### src/logic/ccc_pkg.sv
// CCC package with command codes, byte tags, length limits and response credit sizes
package ccc_pkg;

  // Supported common command codes
  // Bit 7 set marks the direct form of a CCC
  typedef enum logic [7:0] {
    CCC_SETMWL_B = 8'h09,
    CCC_SETMRL_B = 8'h0A,
    CCC_ENTHDR0  = 8'h20,
    CCC_RSTACT_B = 8'h2A,
    CCC_SETMWL_D = 8'h89,
    CCC_SETMRL_D = 8'h8A,
    CCC_GETMWL   = 8'h8B,
    CCC_GETMRL   = 8'h8C,
    CCC_RSTACT_D = 8'h9A
  } ccc_code_e;

  // Tag attached by the bus receiver to every byte
  typedef enum logic [1:0] {
    BYTE_CODE     = 2'd0,
    BYTE_DEFINING = 2'd1,
    BYTE_DATA     = 2'd2
  } byte_kind_e;

  // Which length register a GET reads
  typedef enum logic {
    GET_MWL = 1'b0,
    GET_MRL = 1'b1
  } get_sel_e;

  // Width of a max write / max read length value
  localparam int unsigned LEN_W = 16;

  // Values after reset
  localparam logic [LEN_W-1:0] MWL_RESET = 16'd256;
  localparam logic [LEN_W-1:0] MRL_RESET = 16'd256;

  // Smallest length a SET may leave in a register
  localparam logic [LEN_W-1:0] LEN_MIN = 16'd8;

  // Response FIFO holding two GET responses of two bytes each
  localparam int unsigned RSP_FIFO_DEPTH = 4;
  localparam int unsigned RSP_PTR_W      = $clog2(RSP_FIFO_DEPTH);

  // Occupancy counter needs one more bit than the pointers
  localparam int unsigned RSP_CNT_W = RSP_PTR_W + 1;

  // Bytes per GET response
  localparam int unsigned RSP_BYTES = 2;

  // Transmit credits
  localparam int unsigned CREDIT_W = 3;

  // Matches the transmitter buffer size
  localparam logic [CREDIT_W-1:0] RSP_CREDITS = 3'd2;

endpackage
### src/logic/i3c_ccc_target.sv
// I3C target CCC block joining the decoder, length registers and response queue
module i3c_ccc_target (
  input  logic                      clk_i,
  input  logic                      rst_ni,

  // Tagged bytes from the bus receiver
  input  logic [7:0]                rx_byte_i,
  input  ccc_pkg::byte_kind_e       rx_kind_i,
  input  logic                      rx_valid_i,
  input  logic                      ccc_end_i,

  input  logic                      hdr_exit_i,

  // Transmitter side
  input  logic                      rsp_credit_i,
  output logic [7:0]                rsp_byte_o,
  output logic                      rsp_valid_o,

  output logic                      hdr_mode_o,
  output logic [7:0]                rst_action_o,
  output logic                      rst_action_valid_o,

  output logic [ccc_pkg::LEN_W-1:0] mwl_o,
  output logic [ccc_pkg::LEN_W-1:0] mrl_o
);
  import ccc_pkg::*;

  logic     get_req;
  get_sel_e get_sel;

  ccc_decoder u_decoder (
    .clk_i              (clk_i),
    .rst_ni             (rst_ni),
    .rx_byte_i          (rx_byte_i),
    .rx_kind_i          (rx_kind_i),
    .rx_valid_i         (rx_valid_i),
    .ccc_end_i          (ccc_end_i),
    .hdr_exit_i         (hdr_exit_i),
    .get_req_o          (get_req),
    .get_sel_o          (get_sel),
    .hdr_mode_o         (hdr_mode_o),
    .rst_action_o       (rst_action_o),
    .rst_action_valid_o (rst_action_valid_o)
  );

  ccc_length_regs u_length_regs (
    .clk_i      (clk_i),
    .rst_ni     (rst_ni),
    .rx_byte_i  (rx_byte_i),
    .rx_kind_i  (rx_kind_i),
    .rx_valid_i (rx_valid_i),
    .ccc_end_i  (ccc_end_i),
    .mwl_o      (mwl_o),
    .mrl_o      (mrl_o)
  );

  // Reads the same lengths that leave the block
  ccc_response_queue u_response_queue (
    .clk_i        (clk_i),
    .rst_ni       (rst_ni),
    .get_req_i    (get_req),
    .get_sel_i    (get_sel),
    .mwl_i        (mwl_o),
    .mrl_i        (mrl_o),
    .rsp_credit_i (rsp_credit_i),
    .rsp_byte_o   (rsp_byte_o),
    .rsp_valid_o  (rsp_valid_o)
  );

endmodule

### src/logic/ccc_response_queue.sv
// GET response queue that buffers length bytes and sends them against transmitter credits
module ccc_response_queue (
  input  logic                      clk_i,
  input  logic                      rst_ni,
  input  logic                      get_req_i,
  input  ccc_pkg::get_sel_e         get_sel_i,
  input  logic [ccc_pkg::LEN_W-1:0] mwl_i,
  input  logic [ccc_pkg::LEN_W-1:0] mrl_i,
  input  logic                      rsp_credit_i,
  output logic [7:0]                rsp_byte_o,
  output logic                      rsp_valid_o
);
  import ccc_pkg::*;

  logic [7:0]           mem_q [RSP_FIFO_DEPTH];
  logic [RSP_PTR_W-1:0] wr_ptr_q;
  logic [RSP_PTR_W-1:0] rd_ptr_q;
  logic [RSP_CNT_W-1:0] fifo_cnt_q;
  logic [CREDIT_W-1:0]  cred_q;
  logic [LEN_W-1:0]     sel_len;
  logic                 has_room;
  logic                 push;
  logic                 pop;
  logic                 rsp_vld_q;
  logic [7:0]           rsp_byte_q;

  assign sel_len = (get_sel_i == GET_MRL) ? mrl_i : mwl_i;

  // Room for a whole response judged before this cycle's pop
  assign has_room = fifo_cnt_q <= RSP_CNT_W'(RSP_FIFO_DEPTH - RSP_BYTES);
  assign push     = get_req_i && has_room;

  // Send the head whenever a credit is available
  assign pop = (fifo_cnt_q != '0) && (cred_q != '0);

  always_ff @(posedge clk_i or negedge rst_ni) begin
    if (!rst_ni) begin
      wr_ptr_q   <= '0;
      rd_ptr_q   <= '0;
      fifo_cnt_q <= '0;
      cred_q     <= RSP_CREDITS;
      rsp_vld_q  <= 1'b0;
    end else begin
      if (push) begin
        wr_ptr_q <= wr_ptr_q + RSP_PTR_W'(RSP_BYTES);
      end
      if (pop) begin
        rd_ptr_q <= rd_ptr_q + RSP_PTR_W'(1);
      end
      fifo_cnt_q <= fifo_cnt_q + (push ? RSP_CNT_W'(RSP_BYTES) : '0) - RSP_CNT_W'(pop);
      cred_q     <= cred_q + CREDIT_W'(rsp_credit_i) - CREDIT_W'(pop);
      rsp_vld_q  <= pop;
    end
  end

  // Storage and output byte
  always_ff @(posedge clk_i) begin
    if (push) begin
      mem_q[wr_ptr_q]                  <= sel_len[LEN_W-1:8];
      mem_q[wr_ptr_q + RSP_PTR_W'(1)] <= sel_len[7:0];
    end
    if (pop) begin
      rsp_byte_q <= mem_q[rd_ptr_q];
    end
  end

  assign rsp_byte_o  = rsp_byte_q;
  assign rsp_valid_o = rsp_vld_q;

  // Returned credits may not exceed the transmitter buffer
  assert property (@(posedge clk_i) disable iff (!rst_ni)
    rsp_credit_i |-> (cred_q < RSP_CREDITS) || pop)
    else $error("credit counter overflow");

  // A dropped GET loses its response
  assert property (@(posedge clk_i) disable iff (!rst_ni)
    get_req_i |-> has_room)
    else $error("GET request while response FIFO full");

endmodule

### src/logic/ccc_length_regs.sv
// Max write and max read length registers, loaded by SETMWL and SETMRL with clamping
module ccc_length_regs (
  input  logic                      clk_i,
  input  logic                      rst_ni,
  input  logic [7:0]                rx_byte_i,
  input  ccc_pkg::byte_kind_e       rx_kind_i,
  input  logic                      rx_valid_i,
  input  logic                      ccc_end_i,
  output logic [ccc_pkg::LEN_W-1:0] mwl_o,
  output logic [ccc_pkg::LEN_W-1:0] mrl_o
);
  import ccc_pkg::*;

  logic             code_byte;
  logic             data_byte;
  logic             is_setmwl;
  logic             is_setmrl;
  logic             set_act_q;
  logic             set_mrl_q;
  logic [1:0]       data_cnt_q;
  logic [7:0]       hi_q;
  logic [LEN_W-1:0] set_val;
  logic [LEN_W-1:0] set_clamped;
  logic [LEN_W-1:0] mwl_q;
  logic [LEN_W-1:0] mrl_q;

  assign code_byte = rx_valid_i && (rx_kind_i == BYTE_CODE);
  assign data_byte = rx_valid_i && (rx_kind_i == BYTE_DATA) && set_act_q;
  assign is_setmwl = (rx_byte_i == CCC_SETMWL_B) || (rx_byte_i == CCC_SETMWL_D);
  assign is_setmrl = (rx_byte_i == CCC_SETMRL_B) || (rx_byte_i == CCC_SETMRL_D);

  // High byte arrives first
  assign set_val     = {hi_q, rx_byte_i};
  assign set_clamped = (set_val < LEN_MIN) ? LEN_MIN : set_val;

  always_ff @(posedge clk_i or negedge rst_ni) begin
    if (!rst_ni) begin
      set_act_q  <= 1'b0;
      set_mrl_q  <= 1'b0;
      data_cnt_q <= '0;
      mwl_q      <= MWL_RESET;
      mrl_q      <= MRL_RESET;
    end else begin
      // Second data byte completes the value
      if (data_byte && (data_cnt_q == 2'd1)) begin
        if (set_mrl_q) begin
          mrl_q <= set_clamped;
        end else begin
          mwl_q <= set_clamped;
        end
      end
      // Count saturates so extra bytes are ignored
      if (data_byte && (data_cnt_q != 2'd2)) begin
        data_cnt_q <= data_cnt_q + 2'd1;
      end
      if (ccc_end_i) begin
        set_act_q  <= 1'b0;
        data_cnt_q <= '0;
      end
      if (code_byte) begin
        set_act_q  <= is_setmwl || is_setmrl;
        set_mrl_q  <= is_setmrl;
        data_cnt_q <= '0;
      end
    end
  end

  always_ff @(posedge clk_i) begin
    if (data_byte && (data_cnt_q == 2'd0)) begin
      hi_q <= rx_byte_i;
    end
  end

  assign mwl_o = mwl_q;
  assign mrl_o = mrl_q;

  assert property (@(posedge clk_i) disable iff (!rst_ni)
    (mwl_o >= LEN_MIN) && (mrl_o >= LEN_MIN))
    else $error("length register below LEN_MIN");

endmodule

### src/logic/ccc_decoder.sv
// CCC decoder that latches the command code and raises HDR, reset-action and GET requests
module ccc_decoder (
  input  logic                clk_i,
  input  logic                rst_ni,
  input  logic [7:0]          rx_byte_i,
  input  ccc_pkg::byte_kind_e rx_kind_i,
  input  logic                rx_valid_i,
  input  logic                ccc_end_i,
  input  logic                hdr_exit_i,
  output logic                get_req_o,
  output ccc_pkg::get_sel_e   get_sel_o,
  output logic                hdr_mode_o,
  output logic [7:0]          rst_action_o,
  output logic                rst_action_valid_o
);
  import ccc_pkg::*;

  logic       code_byte;
  logic       def_byte;
  logic       is_get;
  logic       is_rstact;
  logic [7:0] code_q;
  logic       code_vld_q;
  logic       hdr_mode_q;
  logic       get_req_q;
  get_sel_e   get_sel_q;
  logic       rst_vld_q;
  logic [7:0] rst_action_q;

  assign code_byte = rx_valid_i && (rx_kind_i == BYTE_CODE);
  assign def_byte  = rx_valid_i && (rx_kind_i == BYTE_DEFINING);
  assign is_get    = (rx_byte_i == CCC_GETMWL) || (rx_byte_i == CCC_GETMRL);

  // RSTACT in either form looked up on the latched code
  assign is_rstact = code_vld_q && (code_q inside {CCC_RSTACT_B, CCC_RSTACT_D});

  // Code latch dropped at the end of the command
  always_ff @(posedge clk_i or negedge rst_ni) begin
    if (!rst_ni) begin
      code_q     <= '0;
      code_vld_q <= 1'b0;
    end else begin
      if (ccc_end_i) begin
        code_vld_q <= 1'b0;
      end
      // A new code in the same cycle starts the next command
      if (code_byte) begin
        code_q     <= rx_byte_i;
        code_vld_q <= 1'b1;
      end
    end
  end

  // HDR flag and single-cycle request pulses
  always_ff @(posedge clk_i or negedge rst_ni) begin
    if (!rst_ni) begin
      hdr_mode_q <= 1'b0;
      get_req_q  <= 1'b0;
      rst_vld_q  <= 1'b0;
    end else begin
      if (hdr_exit_i) begin
        hdr_mode_q <= 1'b0;
      end
      if (code_byte && (rx_byte_i == CCC_ENTHDR0)) begin
        hdr_mode_q <= 1'b1;
      end
      get_req_q <= code_byte && is_get;
      rst_vld_q <= def_byte && is_rstact;
    end
  end

  // Payload for the pulses above
  always_ff @(posedge clk_i) begin
    if (code_byte && is_get) begin
      get_sel_q <= (rx_byte_i == CCC_GETMRL) ? GET_MRL : GET_MWL;
    end
    if (def_byte) begin
      rst_action_q <= rx_byte_i;
    end
  end

  assign get_req_o          = get_req_q;
  assign get_sel_o          = get_sel_q;
  assign hdr_mode_o         = hdr_mode_q;
  assign rst_action_o       = rst_action_q;
  assign rst_action_valid_o = rst_vld_q;

  // A GET needs a code byte and a reset action needs a defining byte
  assert property (@(posedge clk_i) disable iff (!rst_ni)
    !(get_req_o && rst_action_valid_o))
    else $error("get_req_o and rst_action_valid_o pulsed together");

endmodule

### config.mk
export PLATFORM = sky130hd
export DESIGN_NAME = i3c_ccc_target
export DESIGN_NICKNAME = d
export VERILOG_FILES = /design/src/logic/ccc_pkg.sv /design/src/logic/i3c_ccc_target.sv /design/src/logic/ccc_response_queue.sv /design/src/logic/ccc_length_regs.sv /design/src/logic/ccc_decoder.sv
export SDC_FILE = /design/constraint.sdc
export NUM_CORES = 1
export LEC_CHECK = 0
export BUFFER_PORTS_ARGS = -buffer_cell sky130_fd_sc_hd__buf_2
export CAP_MARGIN = 20
export CORE_ASPECT_RATIO = 0.75
export CORE_MARGIN = 2
export CORE_UTILIZATION = 57
export DETAILED_ROUTE_END_ITERATION = 8
export PLACE_DENSITY = 0.87
export SYNTH_ARGS = -nofsm -noshare
export SYNTH_HDL_FRONTEND = slang
export SYNTH_HIERARCHICAL = 1
export SYNTH_SLANG_ARGS = --single-unit
### constraint.sdc
create_clock -name clk_i -period 3.7 [get_ports clk_i]
set_clock_uncertainty 0.15 [all_clocks]
set_input_delay 0.185 -clock clk_i [delete_from_list [all_inputs] [get_ports clk_i]]
set_output_delay 0.185 -clock clk_i [all_outputs]
set_load 0.02 [all_outputs]
## Word level (Yosys, flattened, before mapping)

Memory sizes are Yosys's and may differ from the RTL's. A register that Yosys moved wholly into a read port is not among the register bits.
Cells that the tools add are included.

| cells by class | value |
|---|---|
| add/subtract/negate cells | 8 |
| $lt $le $gt $ge | 2 |
| eq/ne operators | 13 |
| multiplexer cells | 14 |
| bitwise gates (word level) | 1 |
| reductions and logical operators | 27 |

Operators with widths:

| operator | number |
|---|---|
| $eq A8 B8 Y1 const B | 5 |
| $mux W16 | 2 |
| $eq A8 B4 Y1 const B | 2 |
| $eq A8 B6 Y1 const B | 2 |
| $lt A16 B4 Y1 const B | 1 |
| $logic_and A1 B1 Y1 | 13 |
| $reduce_bool A3 Y1 | 3 |
| $mux W1 | 8 |
| $mux W2 | 4 |
| $add A2 B1 Y2 const B | 3 |
| $reduce_bool A2 Y1 | 3 |
| $sub A3 B1 Y3 | 2 |
| $eq A2 B1 Y1 const B | 2 |
| $logic_not A2 Y1 | 2 |
| $logic_or A1 B1 Y1 | 4 |
| $reduce_and A2 Y1 | 2 |
| $add A3 B1 Y3 | 1 |
| $add A3 B3 Y3 | 1 |
| $le A3 B2 Y1 const B | 1 |
| $add A2 B2 Y2 const B | 1 |
| $eq A2 B2 Y1 const B | 1 |
| $ne A2 B2 Y1 const B | 1 |
| $not A1 Y1 | 1 |

| storage, ports and cells | value |
|---|---|
| bits in registers | 76 |
| RAM bits | 32 |
| input bits | 16 |
| output and inout port bits | 51 |
| logic and storage cells | 84 |
| memories kept | 1 |

Memories:

| memory | words | width | read ports | clocked after memory_dff | write ports | RTL line | source |
|---|---|---|---|---|---|---|---|
| u_response_queue.mem_q | 4 | 8 | 1 | 1 | 2 | ccc_response_queue.sv:15 | `logic [7:0] mem_q [RSP_FIFO_DEPTH];` |

## Depth between registers and ports, before layout

| depth | value |
|---|---|
| depth in word-level cells | 7 |
| gate-level depth with buffers | 9 |
| mapped depth without buffers | 9 |

## Modules after synthesis

Netlist, hierarchy kept.

Modules (own cells, without submodules):

| module | times used | cells each | area each (um^2) | seq. area each (um^2) |
|---|---|---|---|---|
| ccc_response_queue | 1 | 110 | 2078.2 | 1452.6 |
| ccc_length_regs | 1 | 124 | 1831.8 | 1143.6 |
| ccc_decoder | 1 | 51 | 819.5 | 570.5 |

## Least setup slack after synthesis

Ideal clock, no wire load.

| timing | value |
|---|---|
| path type | register -> register |
| start point | reg u_response_queue.cred_q[1] |
| end point | reg u_response_queue.cred_q[2] |
| library setup time | 0.123 ns |
| data arrival time | 2.340 ns |
| data required time | 3.427 ns |
| path slack | 1.088 ns |
| stages on the path, launching flop included | 10 |
| buffers on the path | 0 |
| period minus slack after synthesis | 2.612 ns |
| cells stage by stage | dfstp_2 -> nor3_1 -> nor2_1 -> ha_1 -> inv_1 -> ha_1 -> inv_1 -> fa_1 -> xnor2_1 -> xnor2_1 |

| between the ends | value |
|---|---|
| cells in the longest elaborated chain, start to end | 3 |
| elaborated cells between the ends (all ways) | 4 |
| classes of those cells | add/sub (2); reduce/logical (2) |

RTL lines:

| what | RTL line | source |
|---|---|---|
| from (decl) | ccc_response_queue.sv:19 | `logic [CREDIT_W-1:0] cred_q;` |
| from (signal assigned) | ccc_response_queue.sv:51 | `cred_q <= cred_q + CREDIT_W'(rsp_credit_i) - CREDIT_W'(pop);` |
| $reduce_bool A3 Y1 | ccc_response_queue.sv:34 | `assign pop = (fifo_cnt_q != '0) && (cred_q != '0);` |
| $logic_and A1 B1 Y1 | ccc_response_queue.sv:34 |  |
| net u_response_queue.pop | ccc_response_queue.sv:23 | `logic pop;` |
| $sub A3 B1 Y3 | ccc_response_queue.sv:51 |  |

The timed path passes the listed nets, and every way through them passes these cells.
A chain may end at the register's enable or synchronous reset.

## Worst setup path after layout

| timing | value |
|---|---|
| start point | reg u_response_queue.fifo_cnt_q[2] |
| end point | reg u_response_queue.cred_q[2] |

| between the ends | value |
|---|---|
| cells in the longest elaborated chain, start to end | 3 |

RTL lines:

| what | RTL line | source |
|---|---|---|
| from (decl) | ccc_response_queue.sv:18 | `logic [RSP_CNT_W-1:0] fifo_cnt_q;` |
| from (signal assigned) | ccc_response_queue.sv:50 | `fifo_cnt_q <= fifo_cnt_q + (push ? RSP_CNT_W'(RSP_BYTES) : '0) - RSP_CNT_W'(pop);` |
| $reduce_bool A3 Y1 | ccc_response_queue.sv:34 |  |
| $logic_and A1 B1 Y1 | ccc_response_queue.sv:34 |  |
| net u_response_queue.pop | ccc_response_queue.sv:23 |  |
| $sub A3 B1 Y3 | ccc_response_queue.sv:51 |  |

The timed path passes the listed nets, and every way through them passes these cells.

==> run summary <==
The die area came out at 9050 sq um. The share of total power in combinational logic is 15.8%. Entering global routing, the biggest net connects 37 pins. The worst-case register-to-register setup slack is 1.29 ns. The via density per instance is 5.64. The post-synthesis net count is 310. After detailed routing, the average wire length per cell comes to 19.3 microns.

The site row count came out at 28. The finished cells cover 5870 sq um. The depth of the worst register-to-register path is 9. The synthesized netlist cell count came out at 285.

The first global-routing pass estimated 15.7 mm of wire. The floorplan step set the die width to 109 microns. The average size of a mapped cell came out at 16.6 sq um. The mapped cell area came out at 4730 sq um. In this run the cell area measured after placement is 5140 sq um. The number of antenna violations at the first check in global routing came to 0.

Leaving out fill and tap cells, the most frequent cell in the layout is buf_2. The die span in y came out at 82.9 microns. The post-route setup TNS came out at 0 ns. Counting the buffers created by CTS gives 17. The transition time at the pin with the least slew margin came out at 0.844 ns.

The total track usage came out at 23.5%. The highest fanout seen on the critical path came out at 3. In this run the critical register-to-register path is launched from u_response_queue/fifo_cnt_q[2]. The number of nets in the final layout is 406.

The count of nets left with antenna violations once routing finished came out at 0. In this run the power spent charging and discharging nets is 0.000972 W. The overall via count from detail_route is 2812. The total congestion overflow came out at 0.

The signed area change from the synthesized netlist to the final layout is 24.1%. The post-layout worst setup margin is 1.29 ns. Measured against its own limit, the worst slew margin works out to 43.7%. The post-synthesis sequential element count is 115. The final number of hold-violating endpoints came out at 0. Across the VDD grid, the largest voltage drop is 441 uV.

The initial DRC count came out at 214. For the worst-skew pair, the clock arrives at the later sink with an insertion delay of 0.51 ns. The switching share of power is 26.2%. The final estimated routing congestion in global placement came out at 0.739. The clock share of power came out at 41.0%. In the final layout, the share of cells above drive strength 1 is 42.9%. In this run the worst hold path is classified as in -> async. The flow ran to the end, and the final reports show no timing, DRC or antenna violations.

STA classifies the critical path startpoint as a flip-flop. Once layout is complete, the utilization of the core stands at 73.5%. Setup repair after global routing left no endpoint under its margin. The number of gates resized after CTS came out at 0.

During synthesis, Yosys emitted a total of 6 warnings. The portion of the clock cycle consumed by the worst path in the final layout came out at 65.2%. The number of global-route vias before repair came out at 3026. The leakage power total is 2.62 nW. The maximum root-to-sink buffer count is 2. After clock tree synthesis, the clock-pin slew on the worst setup and hold paths is 0.06 ns. The final routed DRC violation total is 0. The TritonCTS sink count came out at 115. The type of the worst setup path is reg -> reg. Yosys mapped a number of flops with a built-in enable equal to 57.

The minimum period implied by the final worst setup slack is 2.41 ns. The count of endpoints failing setup in the final report is 0. TritonCTS built the clock tree. Counting distinct cell types in the post-synthesis netlist gives 50. The area of the core came out at 7990 sq um. The timing-limited maximum frequency came out at 415 MHz. The length of the first detailed-routing pass in iterations came out at 4. The critical path capture point type is a flip-flop.

Of the total power, registers draw 43.2%. The final non-filler cell total came out at 499. The final max-slew violation count is 0. The sum of net half-perimeters after detailed placement is 6.29 mm. The count of input and output buffers is 66. The total wirelength of the detailed-routed design came out at 9.65 mm.

The I/O pin total came out at 67. The H-tree was split into 4 levels. The count of inserted antenna diode cells is 0.

The critical path arrival is 2.70 ns. Counting the fill cells in the layout gives 476. The required time of the critical path is 3.99 ns.

The internal portion of total power came out at 0.00273 W. The library cells used most frequently in the layout, excluding fill and tap cells, are buf_2 (66), edfxtp_1 (57), dfrtp_1 (55), mux2_2 (42), inv_1 (20). The total placed cells including tap cells is 451.

For this design the ratio of total power to cell area is 631 nW/um^2. The placement-stage worst setup slack came out at 1.34 ns. The root buffer cell chosen for the clock tree is clkbuf_8. The number of violations of the max-capacitance limit came out at 0. For this run, the leading register cell type out of synthesis is edfxtp_1.

The share of async-settable or async-resettable flops after synthesis is 50.4%. The starting density of the core is 59.2%. Sequential elements use 67.0% of the synthesized area. The worst reg2reg path endpoint is u_response_queue/cred_q[2].
[synthesized netlist by cell type, types with 4 or more instances]
master / number / area share, %
nor2_1: 7 / 0.56
edfxtp_1: 57 / 36
mux2_2: 42 / 10
o21ai_0: 6 / 0.63
dfrtp_1: 55 / 29
mux4_2: 8 / 3.8
o31ai_1: 4 / 0.63
inv_1: 20 / 1.6
buf_6: 6 / 1.4
mux2_4: 6 / 1.9
ha_1: 8 / 2.1
nand3_1: 6 / 0.63
xnor2_1: 7 / 1.3
[final cells by class]
cell class	instances	area [sq um]	area share, %
Sequential cell	115	3170	54.0
Multi-Input combinational cell	140	1400	23.9
Timing Repair Buffer	86	520	8.87
Clock buffer	21	470	8.02
Tap cell	105	131	2.24
Clock inverter	11	100	1.71
Inverter	21	78.8	1.34
[metal layers]
layer	share of wire [%]	vias up	routed length, microns	global-route usage [%]
li1	-	1258	-	-
met1	42	1437	4090	31.3
met2	50	109	4830	36.5
met3	6.8	8	654	7.38
met4	0.73	0	70	8.40
met5	0	-	0	0
[power groups by stage]
stage / registers (W) / logic, W / clock network [W]
global route: 0.00163 / 0.000645 / 0.00161
finish: 0.00160 / 0.000586 / 0.00152
floorplan: 0.00164 / 0.000373 / 0
CTS: 0.00161 / 0.000592 / 0.00154
global placement: 0.00162 / 0.000526 / 0
detailed placement: 0.00162 / 0.000574 / 0
[sequential cells by signal (all words and copies together) (netlist names), 2 cells and up]
name / count
u_decoder/rst_action_o: 8
u_length_regs/data_cnt_q: 2
u_response_queue/cred_q: 3
u_response_queue/rd_ptr_q: 2
u_response_queue/mem_q: 32
u_response_queue/rsp_byte_o: 8
u_decoder/code_q: 8
u_length_regs/mwl_o: 16
u_length_regs/mrl_o: 16
u_length_regs/hi_q: 8
u_response_queue/fifo_cnt_q: 3
[cell families after synthesis]
kind of cell | after synthesis | share of synthesized area [%]
xor+xnor | 8 | 1.48
buf+inv | 30 | 3.41
flops | 115 | 67.0
simple gates | 44 | 6.35
mux | 56 | 15.7
fa+ha+maj | 9 | 2.54
compound gates | 23 | 3.55
[worst max-delay path, cell delays in order, from the launching register on]
cell	delay (ns)
dfrtp_1	0.41
nor3_1	0.33
nor2_1	0.12
ha_1	0.29
inv_1	0.06
ha_1	0.13
inv_1	0.05
fa_1	0.40
xnor2_1	0.25
xnor2_1	0.15
[worst max path at each step]
stage / start / end / slack [ns] / cells after the start
2_1_floorplan: u_response_queue/cred_q[1] / u_response_queue/cred_q[2] / 1.09 / 9
3_3_place_gp: u_response_queue/fifo_cnt_q[2] / u_response_queue/cred_q[2] / 1.51 / 9
3_5_place_dp: u_response_queue/fifo_cnt_q[2] / u_response_queue/cred_q[2] / 1.34 / 9
4_1_cts: u_response_queue/fifo_cnt_q[2] / u_response_queue/cred_q[2] / 1.30 / 9
5_1_grt: u_response_queue/fifo_cnt_q[2] / u_response_queue/cred_q[2] / 1.17 / 9
6_report: u_response_queue/fifo_cnt_q[2] / u_response_queue/cred_q[2] / 1.29 / 9
[stage by stage]
| stage | hold WS, ns | total power [W] |
|---|---|---|
| finish | 0.0321 | 0.00371 |
| global route | 0.0916 | 0.00388 |
| CTS | 0.0351 | 0.00374 |
| detailed placement | 0.0412 | 0.00220 |
| global placement | 0.0274 | 0.00214 |
| floorplan | -0.261 | 0.00202 |
[timing repair]
| item | CTS | global route |
|---|---|---|
| endpoints found under the hold margin | 70 | 0 |
| buffers inserted | 0 | 0 |
| hold buffers | 16 | 0 |
No activity file was read; power rests on OpenSTA's default activity.
